--- config.mk ---
export PLATFORM = sky130hd
export DESIGN_NAME = tag_array
export DESIGN_NICKNAME = d
export VERILOG_FILES = /design/src/verilog/cache_geom_pkg.sv /design/src/verilog/tag_array.sv
export SDC_FILE = /design/constraint.sdc
export NUM_CORES = 2
export LEC_CHECK = 0
export BUFFER_PORTS_ARGS = -buffer_cell sky130_fd_sc_hd__clkbuf_2
export CAP_MARGIN = 20
export CORE_UTILIZATION = 30
export CTS_CLUSTER_SIZE = 14
export DETAILED_ROUTE_END_ITERATION = 8
export SLEW_MARGIN = 20
export SYNTH_ARGS = -nofsm -noshare
export SYNTH_HDL_FRONTEND = slang
export SYNTH_SLANG_ARGS = --single-unit
--- constraint.sdc ---
create_clock -name clk -period 2.6 [get_ports clk]
set_clock_uncertainty 0.15 [all_clocks]
set_input_delay 0.52 -clock clk [delete_from_list [all_inputs] [get_ports clk]]
set_output_delay 0.52 -clock clk [all_outputs]
set_load 0.005 [all_outputs]
--- src/verilog/cache_geom_pkg.sv ---
`default_nettype none

package cache_geom_pkg;

    ////////////////////
    // Cache geometry
    ////////////////////

    // Byte offset inside a 32-byte line
    localparam int OFFS_W     = 5;
    // Set index, 64 sets
    localparam int INDX_W     = 6;
    // Remaining upper address bits
    localparam int TAG_W      = 21;
    localparam int NUM_SETS   = 64;
    localparam int NUM_WAYS   = 2;
    localparam int LINE_BYTES = 32;

    // Address fields
    typedef logic [TAG_W-1:0]      tag_t;
    typedef logic [INDX_W-1:0]     index_t;
    typedef logic [OFFS_W-1:0]     offset_t;

    // One enable per byte of a line
    typedef logic [LINE_BYTES-1:0] byte_en_t;

    // Controller states
    typedef enum logic [2:0] {
        S_IDLE,
        S_LOOKUP,
        S_MISS,
        S_REPLACE,
        S_REFILL,
        S_WRITE
    } cache_state_t;

endpackage

`default_nettype wire

--- src/verilog/tag_array.sv ---
`timescale 1ns/1ps
`default_nettype none

module tag_array
    import cache_geom_pkg::*;
(
    input  wire logic       clk,
    input  wire logic       rst_n,
    input  wire index_t     index,
    input  wire logic [1:0] tag_we,
    input  wire tag_t       tag_wr,
    input  wire logic       dirty_wr,
    output tag_t            tag_rd0,
    output tag_t            tag_rd1,
    output logic [1:0]      valid_rd,
    output logic [1:0]      dirty_rd
);

    tag_t tag_mem [NUM_WAYS][NUM_SETS];

    // Status bits per way and set
    logic [NUM_WAYS-1:0][NUM_SETS-1:0] valid_bits;
    logic [NUM_WAYS-1:0][NUM_SETS-1:0] dirty_bits;

    // Tag words, read one cycle late
    always_ff @(posedge clk) begin
        for (int w = 0; w < NUM_WAYS; w++) begin
            if (tag_we[w])
                tag_mem[w][index] <= tag_wr;
        end
        tag_rd0 <= tag_mem[0][index];
        tag_rd1 <= tag_mem[1][index];
    end

    // Valid and dirty, all clear after reset
    always_ff @(posedge clk or negedge rst_n) begin
        if (!rst_n) begin
            valid_bits <= '0;
            dirty_bits <= '0;
            valid_rd   <= '0;
            dirty_rd   <= '0;
        end else begin
            for (int w = 0; w < NUM_WAYS; w++) begin
                // A written way becomes valid
                if (tag_we[w]) begin
                    valid_bits[w][index] <= 1'b1;
                    dirty_bits[w][index] <= dirty_wr;
                end
                valid_rd[w] <= valid_bits[w][index];
                dirty_rd[w] <= dirty_bits[w][index];
            end
        end
    end

    a_one_way: assert property (@(posedge clk) disable iff (!rst_n) tag_we != 2'b11);

endmodule

`default_nettype wire
==> results.json <==
{
  "die_w_um": 617,
  "die_h_um": 617,
  "synth_top_area_frac": 0.711,
  "path_clk_slew_ns": 0.06,
  "htree_levels": 5,
  "critPathLaunchType": "input pin",
  "clock-root-buffer": "clkbuf_16",
  "hp-class": "in -> reg",
  "viasPerCell": 5.48,
  "grt_pass1_wl_mm": 521,
  "fmax_ghz": 0.380,
  "grt-ovfl-total": 0,
  "crit_path_cell_trace": "buf_8 -> buf_12 -> nand2b_2 -> buf_6 -> nor2_1 -> buf_4 -> a22oi_1 -> a41oi_1 -> nor4b_1 -> o2111ai_1",
  "tightest_slew_ns": 0.846,
  "critPathMaxStageDelay_ns": 0.58,
  "start_util": 0.302,
  "cts_made_buffers": 310,
  "worstSetupStartpoint": "index[1]",
  "hold_viol_final": 0,
  "ys.warnings.count": 0,
  "met3_length_mm": 31.1,
  "cp.arrival_ns": 3.12,
  "end_kind": "register",
  "drtAntennaViolNets": 0,
  "setup_ws_ns": -0.0318,
  "clockBufferDepth": 4,
  "cts_tree": "built",
  "die_area_sq_um": 381000,
  "top_layer": "met5",
  "grt_usage": 0.188,
  "multi_input_area_sq_um": 24500,
  "gp_congestion": 0.916,
  "place_area_sq_um": 131000,
  "drt_first_pass_iters": 9,
  "drt_iter0_markers": 9220,
  "synth_edf_count": 2688,
  "core_sq_um": 376000,
  "nets": 7608,
  "syn_area_sq_um": 114000,
  "cap_viol_max_count": 0,
  "route.vias.total": 70292,
  "ios": 78,
  "failed_checks": "negative setup slack",
  "clkLatencyLatePin_ns": 0.89,
  "dr_wl_met2_mm": 173,
  "dp_cells": 12248,
  "fin_tns_setup_ns": -0.0632,
  "slew_violations": 0,
  "synth-seq-area-share": 0.776,
  "num_rows": 225,
  "io_buffer_count": 77,
  "num-fill-cells": 34481,
  "syn_avg_cell_area_sq_um": 17.2,
  "grt_max_degree": 129,
  "wl_mm": 371,
  "antenna_found_initial": 27,
  "regArea_sq_um": 88100,
  "ys.flop_type": "edfxtp_1",
  "r2r-start": "tag_mem[0][1687]",
  "pre_cts_ws_ns": -1.59,
  "period_share": 1.01,
  "p_leak_nw": 47.9,
  "rsz0062_at_grt": "false",
  "layout_min_cycle_time_ns": 2.63,
  "outcome": "finished with violations",
  "synth_top_cell_by_area": "edfxtp_1",
  "worst-path-buf-inv": 4,
  "dp_hpwl_mm": 241,
  "wl_met1_mm": 147,
  "grt_pass1_vias": 69295,
  "async_flop_share": 0.0870,
  "whs_ns": 0.0360,
  "synth_area_leaders": "edfxtp_1, dfrtp_1, a221oi_1",
  "cellPowerDensity_nw_per_um2": 749,
  "setup.worst_path.class": "in -> reg",
  "syn_inst": 6611,
  "crit_required_ns": 3.09,
  "relSlewSlack": 0.436,
  "design_area_sq_um": 141000,
  "synth_nets": 6643,
  "path_delay_family": "simple AND/OR/NAND/NOR gates",
  "syn2layout_area_growth_pct": 24.6,
  "min_from": "tag_wr[4]",
  "wl_per_cell_um": 28.9,
  "cts_num_sinks": 2990,
  "setup_viol": 3,
  "ir_drop_mv": 0.496,
  "ys_ff_latch": 2990,
  "layout-drive-gt1-share": 0.272,
  "worst-path-max-fanout": 12,
  "finalNonFillerCells": 12823,
  "slowest_stage": "nor4b_1",
  "synth.distinct_cells": 63,
  "drc": 0
}
==> where the power goes <==
group          switching (mW)  internal [mW]
Sequential              0.655           53.4
Clock                    18.4           25.4
Combinational            4.99           3.05
==> path summary, 6_finish.rpt <==
| path | endpoint | slack (ns) | cells past startpoint |
|---|---|---|---|
| worst max-delay path | tag_rd1[13] | -0.03 | 10 |
| worst min-delay path | tag_mem[0][2314] | 0.04 | 2 |
| worst max register to register | tag_rd1[7] | 0 | 7 |
| worst min register to register | valid_bits[120] | 0.32 | 1 |
| max in group asynchronous | valid_bits[52] | 1.37 | 4 |
| min in group asynchronous | dirty_bits[100] | 0.07 | 2 |
==> area by class of cell <==
type / count / share of cell area
Sequential cell: 2990 / 0.623
Multi-Input combinational cell: 3119 / 0.173
Timing Repair Buffer: 1152 / 0.0892
Clock buffer: 439 / 0.0624
Tap cell: 4994 / 0.0442
Clock inverter: 117 / 0.00799
Inverter: 3 / 0.000239
Antenna cell: 9 / 0.000159
==> flip-flops by register name (all words and copies together), names as in the netlist <==
register    flops
valid_bits    128
valid_rd        2
dirty_bits    128
dirty_rd        2
tag_rd0        21
tag_mem      2688
tag_rd1        21
==> through the flow <==
stage / util / power, mW
4_1_cts: 0.376 / 106
3_3_place_gp: 0.349 / 62.8
3_5_place_dp: 0.349 / 63.0
5_1_grt: 0.376 / 108
6_report: 0.376 / 106
2_1_floorplan: - / 58.2
==> worst reg2reg max path, delay by kind of cell, from the launching register on <==
family / cells / cell delay (ns)
AOI/OAI and AO/OA: 4 / 1.37
buffers and inverters: 2 / 0.45
DFF: 1 / 0.37
and+or+nand+nor: 1 / 0.14
==> metal layers <==
| layer | track usage | vias up |
|---|---|---|
| met5 | 0 | - |
| met4 | 0.0902 | 10 |
| met3 | 0.0312 | 689 |
| met2 | 0.302 | 3775 |
| met1 | 0.249 | 36663 |
| li1 | - | 29155 |
==> cells by family after synthesis <==
group / share of synthesized area
AOI/OAI and AO/OA: 0.116
DFF: 0.776
buffers and inverters: 0.0204
muxes: 0.0558
and+or+nand+nor: 0.0321
==> repair_timing <==
item | in CTS | in global routing
pin swaps | 0 | 2
endpoints found under the setup margin | 7 | 6
buffers inserted | 0 | 0
hold buffers | 10 | 0
resized for setup | 14 | 8
endpoints found under the hold margin | 318 | 0
==> cells in the mapped netlist (12+ instances only) <==
cell type / n
a21oi_1: 225
a222oi_1: 49
nand4_1: 12
a221o_1: 70
edfxtp_1: 2688
o22ai_1: 67
a2111o_1: 29
buf_2: 163
o221ai_1: 56
o21ai_0: 268
nor3_1: 21
mux4_2: 37
a211o_1: 30
a22oi_1: 113
a22o_1: 52
nand2_1: 68
a221oi_1: 683
buf_1: 70
mux2i_1: 343
dfrtp_1: 260
mux2_2: 176
nor2_1: 550
o2111ai_1: 34
clkbuf_1: 231
o2bb2ai_1: 15
dfxtp_1: 42
or2_2: 132
buf_6: 25
==> layout by cell type (no fill, tap or decap), types with 14 or more instances in the layout <==
cell type / n
a2111o_1: 29
a211o_1: 30
a21oi_1: 225
a221o_1: 70
a221oi_1: 681
a222oi_1: 49
a22o_1: 52
a22oi_1: 113
buf_12: 323
buf_4: 764
bufinv_16: 17
clkbuf_1: 83
clkbuf_16: 321
clkbuf_2: 51
clkbuf_8: 35
clkinv_1: 34
clkinv_2: 43
dfrtp_1: 260
dfxtp_1: 42
edfxtp_1: 2688
mux2_2: 176
mux2i_1: 343
mux4_2: 37
nand2_1: 42
nor2_1: 420
nor2_4: 131
nor3_1: 19
o2111ai_1: 29
o21ai_0: 261
o21ai_1: 14
o221ai_1: 56
o22ai_1: 67
o2bb2ai_1: 15
or2_2: 132
Note: power is estimated with default switching activity, not from simulation.
