==> src/verilog/cache_geom_pkg.sv <==
`default_nettype none

package cache_geom_pkg;

    ////////////////////
    // Cache geometry
    ////////////////////

    // Byte offset inside a 32-byte line
    localparam int OFFS_W     = 5;
    // Set index, 64 sets
    localparam int INDX_W     = 6;
    // Remaining upper address bits
    localparam int TAG_W      = 21;
    localparam int NUM_SETS   = 64;
    localparam int NUM_WAYS   = 2;
    localparam int LINE_BYTES = 32;

    // Address fields
    typedef logic [TAG_W-1:0]      tag_t;
    typedef logic [INDX_W-1:0]     index_t;
    typedef logic [OFFS_W-1:0]     offset_t;

    // One enable per byte of a line
    typedef logic [LINE_BYTES-1:0] byte_en_t;

    // Controller states
    typedef enum logic [2:0] {
        S_IDLE,
        S_LOOKUP,
        S_MISS,
        S_REPLACE,
        S_REFILL,
        S_WRITE
    } cache_state_t;

endpackage

`default_nettype wire

==> src/verilog/mem_bus_pkg.sv <==
`default_nettype none

package mem_bus_pkg;

    // Bus widths
    localparam int ADDR_W = 32;
    localparam int WORD_W = 64;
    localparam int LINE_W = 256;

    typedef logic [ADDR_W-1:0] addr_t;
    typedef logic [WORD_W-1:0] word_t;
    typedef logic [LINE_W-1:0] line_t;

    // Access length, bytes = 1 << code
    typedef logic [1:0] acc_len_t;

    localparam acc_len_t LEN_1B = 2'd0;
    localparam acc_len_t LEN_2B = 2'd1;
    localparam acc_len_t LEN_4B = 2'd2;
    localparam acc_len_t LEN_8B = 2'd3;

endpackage

`default_nettype wire

==> src/verilog/cache_ctrl.sv <==
`timescale 1ns/1ps
`default_nettype none

module cache_ctrl
    import cache_geom_pkg::*;
    import mem_bus_pkg::*;
(
    input  wire logic     clk,
    input  wire logic     rst_n,
    // Processor request
    input  wire addr_t    addr,
    input  wire word_t    data_in,
    input  wire acc_len_t len,
    input  wire logic     valid_in,
    input  wire logic     write,
    output logic          addr_ok,
    output logic          data_ok,
    // Memory channels
    input  wire logic     w_rdy,
    input  wire logic     r_rdy,
    input  wire logic     re_valid,
    input  wire line_t    re_data,
    output logic          w_req,
    output addr_t         w_addr,
    output line_t         w_data,
    output logic          r_req,
    output addr_t         r_addr,
    // Tag array
    input  wire tag_t     tag_rd0,
    input  wire tag_t     tag_rd1,
    input  wire logic [1:0] valid_rd,
    input  wire logic [1:0] dirty_rd,
    output index_t        arr_index,
    output logic [1:0]    tag_we,
    output tag_t          tag_wr,
    output logic          dirty_wr,
    // Data array
    input  wire line_t    line_rd0,
    input  wire line_t    line_rd1,
    output logic [1:0]    data_we,
    output byte_en_t      data_be,
    // Merge unit
    input  wire byte_en_t byte_en,
    output offset_t       req_offset,
    output acc_len_t      req_len,
    output word_t         req_data,
    output logic          req_write,
    output line_t         hit_line
);

    cache_state_t state;
    cache_state_t state_nx;

    addr_t      req_addr;
    tag_t       req_tag;
    index_t     req_index;
    logic       hit0;
    logic       hit1;
    logic       hit;
    logic       can_accept;
    logic       accept;
    logic       rand_bit;
    logic [1:0] victim_oh;

    // Lookup results kept for the later states
    logic [1:0] hit_hold;
    logic [1:0] dirty_hold;
    tag_t       tag_hold0;
    tag_t       tag_hold1;
    line_t      line_hold0;
    line_t      line_hold1;

    tag_t       victim_tag;
    logic       victim_dirty;
    line_t      victim_line;

    assign req_tag    = req_addr[ADDR_W-1 -: TAG_W];
    assign req_index  = req_addr[OFFS_W +: INDX_W];
    assign req_offset = req_addr[OFFS_W-1:0];

    ////////////////////
    // Hit detection
    ////////////////////

    assign hit0 = valid_rd[0] && (tag_rd0 == req_tag);
    assign hit1 = valid_rd[1] && (tag_rd1 == req_tag);
    assign hit  = hit0 || hit1;

    // Idle, or a read hit that frees the lookup stage
    assign can_accept = (state == S_IDLE) || (state == S_LOOKUP && hit && !req_write);
    assign accept     = valid_in && can_accept;
    assign addr_ok    = can_accept;

    // Read data on a hit or straight from the refill beat
    assign data_ok = (state == S_LOOKUP && hit && !req_write)
                  || (state == S_REFILL && re_valid && !req_write);

    // Next lookup index comes straight from the bus
    assign arr_index = can_accept ? addr[OFFS_W +: INDX_W] : req_index;

    ////////////////////
    // FSM
    ////////////////////

    always_comb begin
        state_nx = state;
        case (state)
            S_IDLE: begin
                if (valid_in)
                    state_nx = S_LOOKUP;
            end
            S_LOOKUP: begin
                if (!hit)
                    state_nx = S_MISS;
                else if (req_write)
                    state_nx = S_WRITE;
                // Stay here for a pipelined read
                else if (!valid_in)
                    state_nx = S_IDLE;
            end
            S_MISS: begin
                // Clean victim skips the write-back
                if (w_rdy || !victim_dirty)
                    state_nx = S_REPLACE;
            end
            S_REPLACE: begin
                if (r_rdy)
                    state_nx = S_REFILL;
            end
            S_REFILL: begin
                if (re_valid)
                    state_nx = S_IDLE;
            end
            default: state_nx = S_IDLE;
        endcase
    end

    always_ff @(posedge clk or negedge rst_n) begin
        if (!rst_n) begin
            state     <= S_IDLE;
            rand_bit  <= 1'b0;
            req_write <= 1'b0;
        end else begin
            state <= state_nx;
            // Pseudo-random way pick
            if (state == S_LOOKUP)
                rand_bit <= !rand_bit;
            if (accept)
                req_write <= write;
        end
    end

    // Request payload and lookup snapshot
    always_ff @(posedge clk) begin
        if (accept) begin
            req_addr <= addr;
            req_data <= data_in;
            req_len  <= len;
        end
        if (state == S_LOOKUP) begin
            hit_hold   <= {hit1, hit0};
            dirty_hold <= dirty_rd;
            tag_hold0  <= tag_rd0;
            tag_hold1  <= tag_rd1;
            line_hold0 <= line_rd0;
            line_hold1 <= line_rd1;
        end
    end

    ////////////////////
    // Victim and arrays
    ////////////////////

    // Toggle is frozen once the lookup is left
    assign victim_oh    = {rand_bit, !rand_bit};
    assign victim_tag   = rand_bit ? tag_hold1 : tag_hold0;
    assign victim_dirty = dirty_hold[rand_bit];
    assign victim_line  = rand_bit ? line_hold1 : line_hold0;

    // Line fed to read path and merge
    always_comb begin
        case (state)
            S_LOOKUP: hit_line = hit1 ? line_rd1 : line_rd0;
            S_WRITE:  hit_line = hit_hold[1] ? line_hold1 : line_hold0;
            default:  hit_line = re_data;
        endcase
    end

    assign tag_wr = req_tag;

    always_comb begin
        tag_we   = 2'b00;
        data_we  = 2'b00;
        data_be  = '1;
        dirty_wr = 1'b0;
        if (state == S_WRITE) begin
            // Store hit, only the touched bytes
            tag_we   = hit_hold;
            data_we  = hit_hold;
            data_be  = byte_en;
            dirty_wr = 1'b1;
        end else if (state == S_REFILL && re_valid) begin
            // Whole line, store data already merged in
            tag_we   = victim_oh;
            data_we  = victim_oh;
            dirty_wr = req_write;
        end
    end

    ////////////////////
    // Memory channels
    ////////////////////

    assign w_req  = (state == S_MISS) && victim_dirty;
    assign w_addr = {victim_tag, req_index, {OFFS_W{1'b0}}};
    assign w_data = victim_line;

    assign r_req  = (state == S_REPLACE);
    assign r_addr = {req_tag, req_index, {OFFS_W{1'b0}}};

    // Fetch starts only once a pending write-back was taken
    a_one_channel: assert property (@(posedge clk) disable iff (!rst_n)
        $rose(r_req) |-> !$past(w_req) || $past(w_rdy));

    // Write-back held until memory takes it
    a_wreq_hold: assert property (@(posedge clk) disable iff (!rst_n)
        w_req && !w_rdy |=> w_req && $stable(w_addr) && $stable(w_data));

    // Read data only right after an accept or on the refill beat
    a_data_ok_state: assert property (@(posedge clk) disable iff (!rst_n)
        data_ok |-> $past(accept) || re_valid);

endmodule

`default_nettype wire

==> config.mk <==
export PLATFORM = sky130hd
export DESIGN_NAME = cache_ctrl
export DESIGN_NICKNAME = d
export VERILOG_FILES = /design/src/verilog/cache_geom_pkg.sv /design/src/verilog/mem_bus_pkg.sv /design/src/verilog/cache_ctrl.sv
export SDC_FILE = /design/constraint.sdc
export NUM_CORES = 1
export LEC_CHECK = 0
export BUFFER_PORTS_ARGS = -buffer_cell sky130_fd_sc_hd__buf_2
export CAP_MARGIN = 25
export CORE_AREA = 2 2 657 659
export CTS_BUF_LIST = sky130_fd_sc_hd__clkbuf_4 sky130_fd_sc_hd__clkbuf_8
export DETAILED_ROUTE_END_ITERATION = 7
export DIE_AREA = 0 0 659 661
export PLACE_DENSITY_LB_ADDON = 0.12
export SYNTH_ARGS = -nofsm -noshare
export SYNTH_HDL_FRONTEND = slang
export SYNTH_SLANG_ARGS = --single-unit
==> constraint.sdc <==
create_clock -name clk -period 55.7 [get_ports clk]
set_input_delay 0 -clock clk [delete_from_list [all_inputs] [get_ports clk]]
set_output_delay 0 -clock clk [all_outputs]
set_load 0.03 [all_outputs]
==> run summary, run 1 <==
Skew final: 0.0873 ns
Row count: 241
EDFF count, synth: 656
Post-synthesis cell type count: 39
Clk pin slew, worst setup/hold paths: 0.06 ns
Routed WL per cell: 26.1 µm
Synthesis-to-finish area growth: 93.4%
Root Driver: clkbuf_8
Pins Over Slew Limit: 0
Vias in the first global route: 36600
Final Total Pwr: 3.28 mW
Post-DP HPWL: 232000 µm
Clock network power share: 18.2%
Drt total wl: 292000 µm
CTS max path bufs: 4
Crit Path Max Fanout: 45
Async S/R FF share, synth: 0.756%
DRC marker count from the first detailed-route iteration: 1886
Worst VDD drop: 0.0385 mV
PwrDens: 50.6 nW/µm²
Initial core utilization: 7.80%
Synth Flop Type: edfxtp_1
Largest area contributor in the netlist: edfxtp_1
IO buf count: 1656
Final period util: 10.5%
Crit. End Element: primary output
Fin Setup TNS: 0 ns
Die X: 659 µm
Switching Fraction: 52.6%
Fillers: 48600
Gate power share: 56.9%
Die area: 436000 µm²
Remaining DRCs: 0
Post-Syn Area per Cell: 14.4 µm²
Status: complete, no violations
Pleak: 26.8 nW
Initial antenna violation count: 151
CP arrival: 5.86 ns
Final hold viol count: 0
Fmax achieved: 171 MHz
Via density: 3.11
Largest net degree at the start of global routing: 142
TritonRoute pass-1 iters: 5
Post-route ant nets: 0
Hold_ws: 0.132 ns
Worst path required time: 55.70 ns
Placer Congestion: 0.886
Grt ovf: 0
Worst hold-check path type: primary input to register
Top-count cell post-synth: edfxtp_1
FF+latch count, synth: 661
Resized Gates After CTS: 0
Crit start category: register
Total number of vias: 34800
Cells after Synth: 2329
Synth top cells by count: edfxtp_1, mux2i_1, mux2_2, nand2_1, o221ai_1
Unrepaired setup endpoints after global routing: no
Clk_lat worst skew: 0.97 ns
Sequential share of power: 24.9%
CTS Hold Bufs: 1328
CTS buffer count: 162
Die height: 661 µm
Warnings, synthesis: 0
GRT Overall Usage: 12.7%
Core outline area: 429000 µm²
CTS tree: built
I/O Pins: 1667
Seq/Total Area, Yosys: 59.3%
Maximum level of the CTS H-tree: 4
Slew headroom: 24.0%
Global-route wire length before repair: 371000 µm
Setup CP Type: register to primary output
Maximum capacitance violations: 0
Actual slew at the worst max-slew pin: 1.14 ns
P_sw: 1.72 mW
Post CTS Setup Buffer Count: 0
Top cell type's share of synthesized area: 58.9%
Final min period: 5.86 ns
Nets: 6270
Internal power: 1.55 mW
Syn Std Cell Area: 33500 µm²
# clock sinks: 661
Synth area leaders: edfxtp_1, mux2i_1, mux2_2, o221ai_1, nand2_1
Final setup viols: 0
Layout cells sized above 1: 42.2%
[final timing paths]
kind | endpoint | startpoint | cells after the start | slack, ns
worst min-delay path | line_hold0[232] | line_rd0[232] | 2 | 0.13
worst max register to register | req_data[15] | req_addr[18] | 11 | 51.18
max in group asynchronous | rand_bit | rst_n | 4 | 54.72
worst min register to register | state[1] | state[1] | 2 | 0.78
worst max-delay path | hit_line[133] | req_addr[17] | 10 | 49.84
min in group asynchronous | req_write | rst_n | 4 | 0.65
[kinds of logic (layout without fill, tap and decap cells)]
kind of cell / after synthesis / after routing / synth area share [%]
compound gates: 298 / 298 / 7.23
simple gates: 306 / 306 / 3.87
flops: 661 / 661 / 59.3
other cells: 1 / 45 / 0.0112
buf+inv: 223 / 3318 / 3.51
xor+xnor: 43 / 43 / 1.13
mux: 797 / 797 / 25.0
[through the flow]
stage / instance area, µm² / utilization, % / setup slack [ns] / std cells
6_report: 64700 / 15.1 / 49.84 / 11200
5_1_grt: 64700 / 15.1 / 49.55 / 11200
4_1_cts: 64600 / 15.1 / 49.69 / 11100
3_5_place_dp: 48300 / 11.3 / 50.87 / 9536
3_3_place_gp: 48200 / 11.2 / 50.70 / 9530
2_1_floorplan: 33500 / - / 35.32 / 2338
[sequential cells by signal, summed over array words and instances (netlist names)]
name	count
rand_bit	1
tag_hold0	21
req_len	2
req_addr	32
tag_hold1	21
hit_hold	2
req_data	64
req_write	1
line_hold0	256
state	3
dirty_hold	2
line_hold1	256
[area by class of cell]
| type | instances | area [µm²] | share of cell area, % |
|---|---|---|---|
| Tap cell | 5710 | 7140 | 11.0 |
| Antenna cell | 35 | 87.6 | 0.135 |
| Sequential cell | 661 | 19800 | 30.6 |
| Timing Repair Buffer | 3035 | 22100 | 34.2 |
| Inverter | 5 | 26.3 | 0.0406 |
| Multi-Input combinational cell | 1454 | 12500 | 19.4 |
| Clock inverter | 70 | 408 | 0.630 |
| Clock buffer | 208 | 2580 | 3.99 |
[critical path, stage by stage (launching register included)]
cell	delay, ns
edfxtp_1	0.47
xor2_1	0.20
nor4_1	0.81
buf_4	0.24
nand4_1	0.13
or4b_4	0.90
buf_4	0.50
buf_4	0.53
mux2i_1	0.22
o221ai_1	0.45
buf_2	0.29
[power by group through the flow]
stage	registers (mW)	logic [mW]	clock network, mW
2_1_floorplan	0.968	0.960	0
3_3_place_gp	0.823	1.87	0
3_5_place_dp	0.825	1.87	0
4_1_cts	0.816	1.95	0.636
5_1_grt	0.834	1.98	0.652
6_report	0.816	1.86	0.595
[placed cells by master, fill, tap and decap left out, types with 3 or more instances in the layout]
cell type and count:
mux2i_1 488, nor4_1 10, inv_8 5, or2_2 32, dfrtp_1 4, nand3_1 3, buf_12 6, buf_2 1656
dlygate4sd3_1 1328, edfxtp_1 656, diode_2 35, nor2_1 11, o22ai_1 27, nand2_1 235, clkbuf_8 163, xor2_1 40
o221ai_1 230, clkinv_2 16, clkbuf_4 45, xnor2_1 3, clkinv_1 42, buf_16 3, conb_1 10, a21oi_1 30
buf_4 40, inv_1 4, mux2_2 309
[routing by layer]
metal / global-route usage [%] / part of all wire (%) / routed length [µm]
met4: 2.29 / 2.0 / 5900
met1: 15.2 / 40 / 117000
met2: 22.9 / 50 / 147000
met3: 3.50 / 7.2 / 21000
met5: 0 / 0.11 / 335
Power figures use the tool's default switching activity.
==> run 2: changes to the inputs <==
--- a/config.mk
+++ b/config.mk
@@ -7,10 +7,10 @@
 export LEC_CHECK = 0
 export BUFFER_PORTS_ARGS = -buffer_cell sky130_fd_sc_hd__buf_2
 export CAP_MARGIN = 25
-export CORE_AREA = 2 2 657 659
+export CORE_AREA = 2 2 642 644
 export CTS_BUF_LIST = sky130_fd_sc_hd__clkbuf_4 sky130_fd_sc_hd__clkbuf_8
 export DETAILED_ROUTE_END_ITERATION = 7
-export DIE_AREA = 0 0 659 661
+export DIE_AREA = 0 0 644 646
 export PLACE_DENSITY_LB_ADDON = 0.12
 export SYNTH_ARGS = -nofsm -noshare
 export SYNTH_HDL_FRONTEND = slang
==> constraint.sdc (replaced) <==
create_clock -name clk -period 4.87 [get_ports clk]
set_input_delay 0 -clock clk [delete_from_list [all_inputs] [get_ports clk]]
set_output_delay 0 -clock clk [all_outputs]
set_load 0.03 [all_outputs]
==> run summary, run 2 (synthesis results as in run 1) <==
Status: complete, no violations
Slew headroom: 36.3%
CTS buffer count: 160
Fillers: 46300
Commonest non-fill, non-tap cell in the layout: buf_2
Largest registers: line_hold0 (256), line_hold1 (256), req_data (64)
Row count: 235
Die area: 416000 µm²
Actual slew at the worst max-slew pin: 0.955 ns
FF-to-FF path depth: 10
Maximum level of the CTS H-tree: 4
Crit. End Element: primary output
Drt total wl: 303000 µm
Nets: 6324
Slowest cell on the critical path: or4b_4
Buf+Inv Stages, Crit Path: 4
CP arrival: 4.71 ns
Die height: 646 µm
Met1 wire length: 120000 µm
Grt ovf: 0
Crit start category: register
Total number of vias: 34900
Worst hold-check path type: primary input to register
Final hold viol count: 0
CTS max path bufs: 4
Area after detailed placement: 48600 µm²
Critical path's top delay family: simple AND/OR/NAND/NOR gates
Via density: 3.17
GRT Overall Usage: 14.0%
I/O Pins: 1667
Post-DP HPWL: 248000 µm
Remaining DRCs: 0
Core outline area: 409000 µm²
Placer Congestion: 0.845
Final setup viols: 0
Fin Setup TNS: 0 ns
Final Cell Area: 65400 µm²
CTS tree: built
Unrepaired setup endpoints after global routing: no
Skew final: 0.0881 ns
Clk pin slew, worst setup/hold paths: 0.06 ns
Crit Path Max Fanout: 35
Initial antenna violation count: 140
Met2 Wirelength: 158000 µm
Initial core utilization: 8.19%
Maximum capacitance violations: 0
Worst VDD drop: 0.308 mV
Fmax achieved: 212 MHz
Pins Over Slew Limit: 0
Crit-path max cell delay: 0.61 ns
DRC marker count from the first detailed-route iteration: 1764
Clk_lat worst skew: 0.97 ns
Synthesis-to-finish area growth: 95.5%
Critical Path Stages: 10
Global-route wire length before repair: 387000 µm
Post-route ant nets: 0
Worst path required time: 4.87 ns
Most frequent cells in the layout: buf_2, dlygate4sd3_1, edfxtp_1, mux2i_1, mux2_2
Highest metal used: met5
WL met3: 18100 µm
Final period util: 96.7%
PwrDens: 591 nW/µm²
IO buf count: 1656
Largest net degree at the start of global routing: 90
Die X: 644 µm
Layout cells sized above 1: 43.0%
Vias in the first global route: 38000
Final min period: 4.71 ns
Routed WL per cell: 27.6 µm
Crit path top cell by count: buf_2
Worst hold path stage count: 2
Pleak: 27.2 nW
TritonRoute pass-1 iters: 8
# clock sinks: 661
Crit-path cells: xor2_1 > nor4_2 > buf_2 > nand4_1 > or4b_4 > buf_12 > buf_16 > mux2i_1 > o221ai_1 > buf_2
Setup CP Type: register to primary output
Root Driver: clkbuf_8
## run 2: cell count changes in the layout (fill, tap and decap cells not counted), moves of 3 or more
cell	previous run	this run
buf_12	6	27
buf_4	40	74
bufinv_16	2	10
clkbuf_4	45	51
clkinv_2	16	10
diode_2	35	53
inv_8	5	2
nor4_1	10	6
nor4_2	0	4
## run 2: final timing paths
check                              startpoint               to  slack [ns]
worst max-delay path             req_addr[21]    hit_line[217]        0.16
min in group asynchronous               rst_n         rand_bit        0.55
worst min register to register       rand_bit         rand_bit        0.97
worst min-delay path            line_rd0[232]  line_hold0[232]        0.11
worst max register to register   req_addr[23]         state[0]        0.91
max in group asynchronous               rst_n         rand_bit        4.08
## run 2: stage by stage
step                      total power, mW  hold slack (ns)  instances  setup WS [ns]  utilization [%]
after floorplan                      20.6           -0.296       2338          0.417                -
after global placement               31.5           -0.172       9323        -0.0882             11.9
after detailed placement             31.4           -0.167       9326          0.849             11.9
after CTS                            40.1           0.0134      11000        0.00359             16.0
after global routing                 40.7           0.0198      11000         0.0107             16.0
final                                38.6            0.111      11000          0.159             16.0
## run 2: final cells by class
cell class | instances | area, µm² | area share [%]
timing repair buffer | 3091 | 22800 | 34.8
sequential | 661 | 19800 | 30.3
multi-input combinational | 1454 | 12600 | 19.2
tap | 5451 | 6820 | 10.4
clock buffer | 213 | 2610 | 3.99
clock inverter | 75 | 637 | 0.974
antenna | 53 | 133 | 0.203
inverter | 5 | 26.3 | 0.0402
## run 2: repair_timing
item / in CTS / in global routing
gates cloned: 1 / 0
hold buffers: 1330 / 0
hold endpoints to repair: 763 / 0
resized for setup: 5 / 1
setup buffers: 5 / 0
endpoints found under the setup margin: 182 / 1
## run 2: layer usage
layer	global-route usage (%)	up-vias
li1	-	15400
met3	3.42	423
met4	3.28	62
met5	0	-
met2	25.9	1314
met1	15.9	17600
## run 2: power breakdown
group          internal [mW]  total (mW)  switching, mW
sequential              8.50        9.32          0.819
clock                   4.03        7.24           3.21
combinational           6.00        22.1           16.1
total                   18.5        38.6           20.1
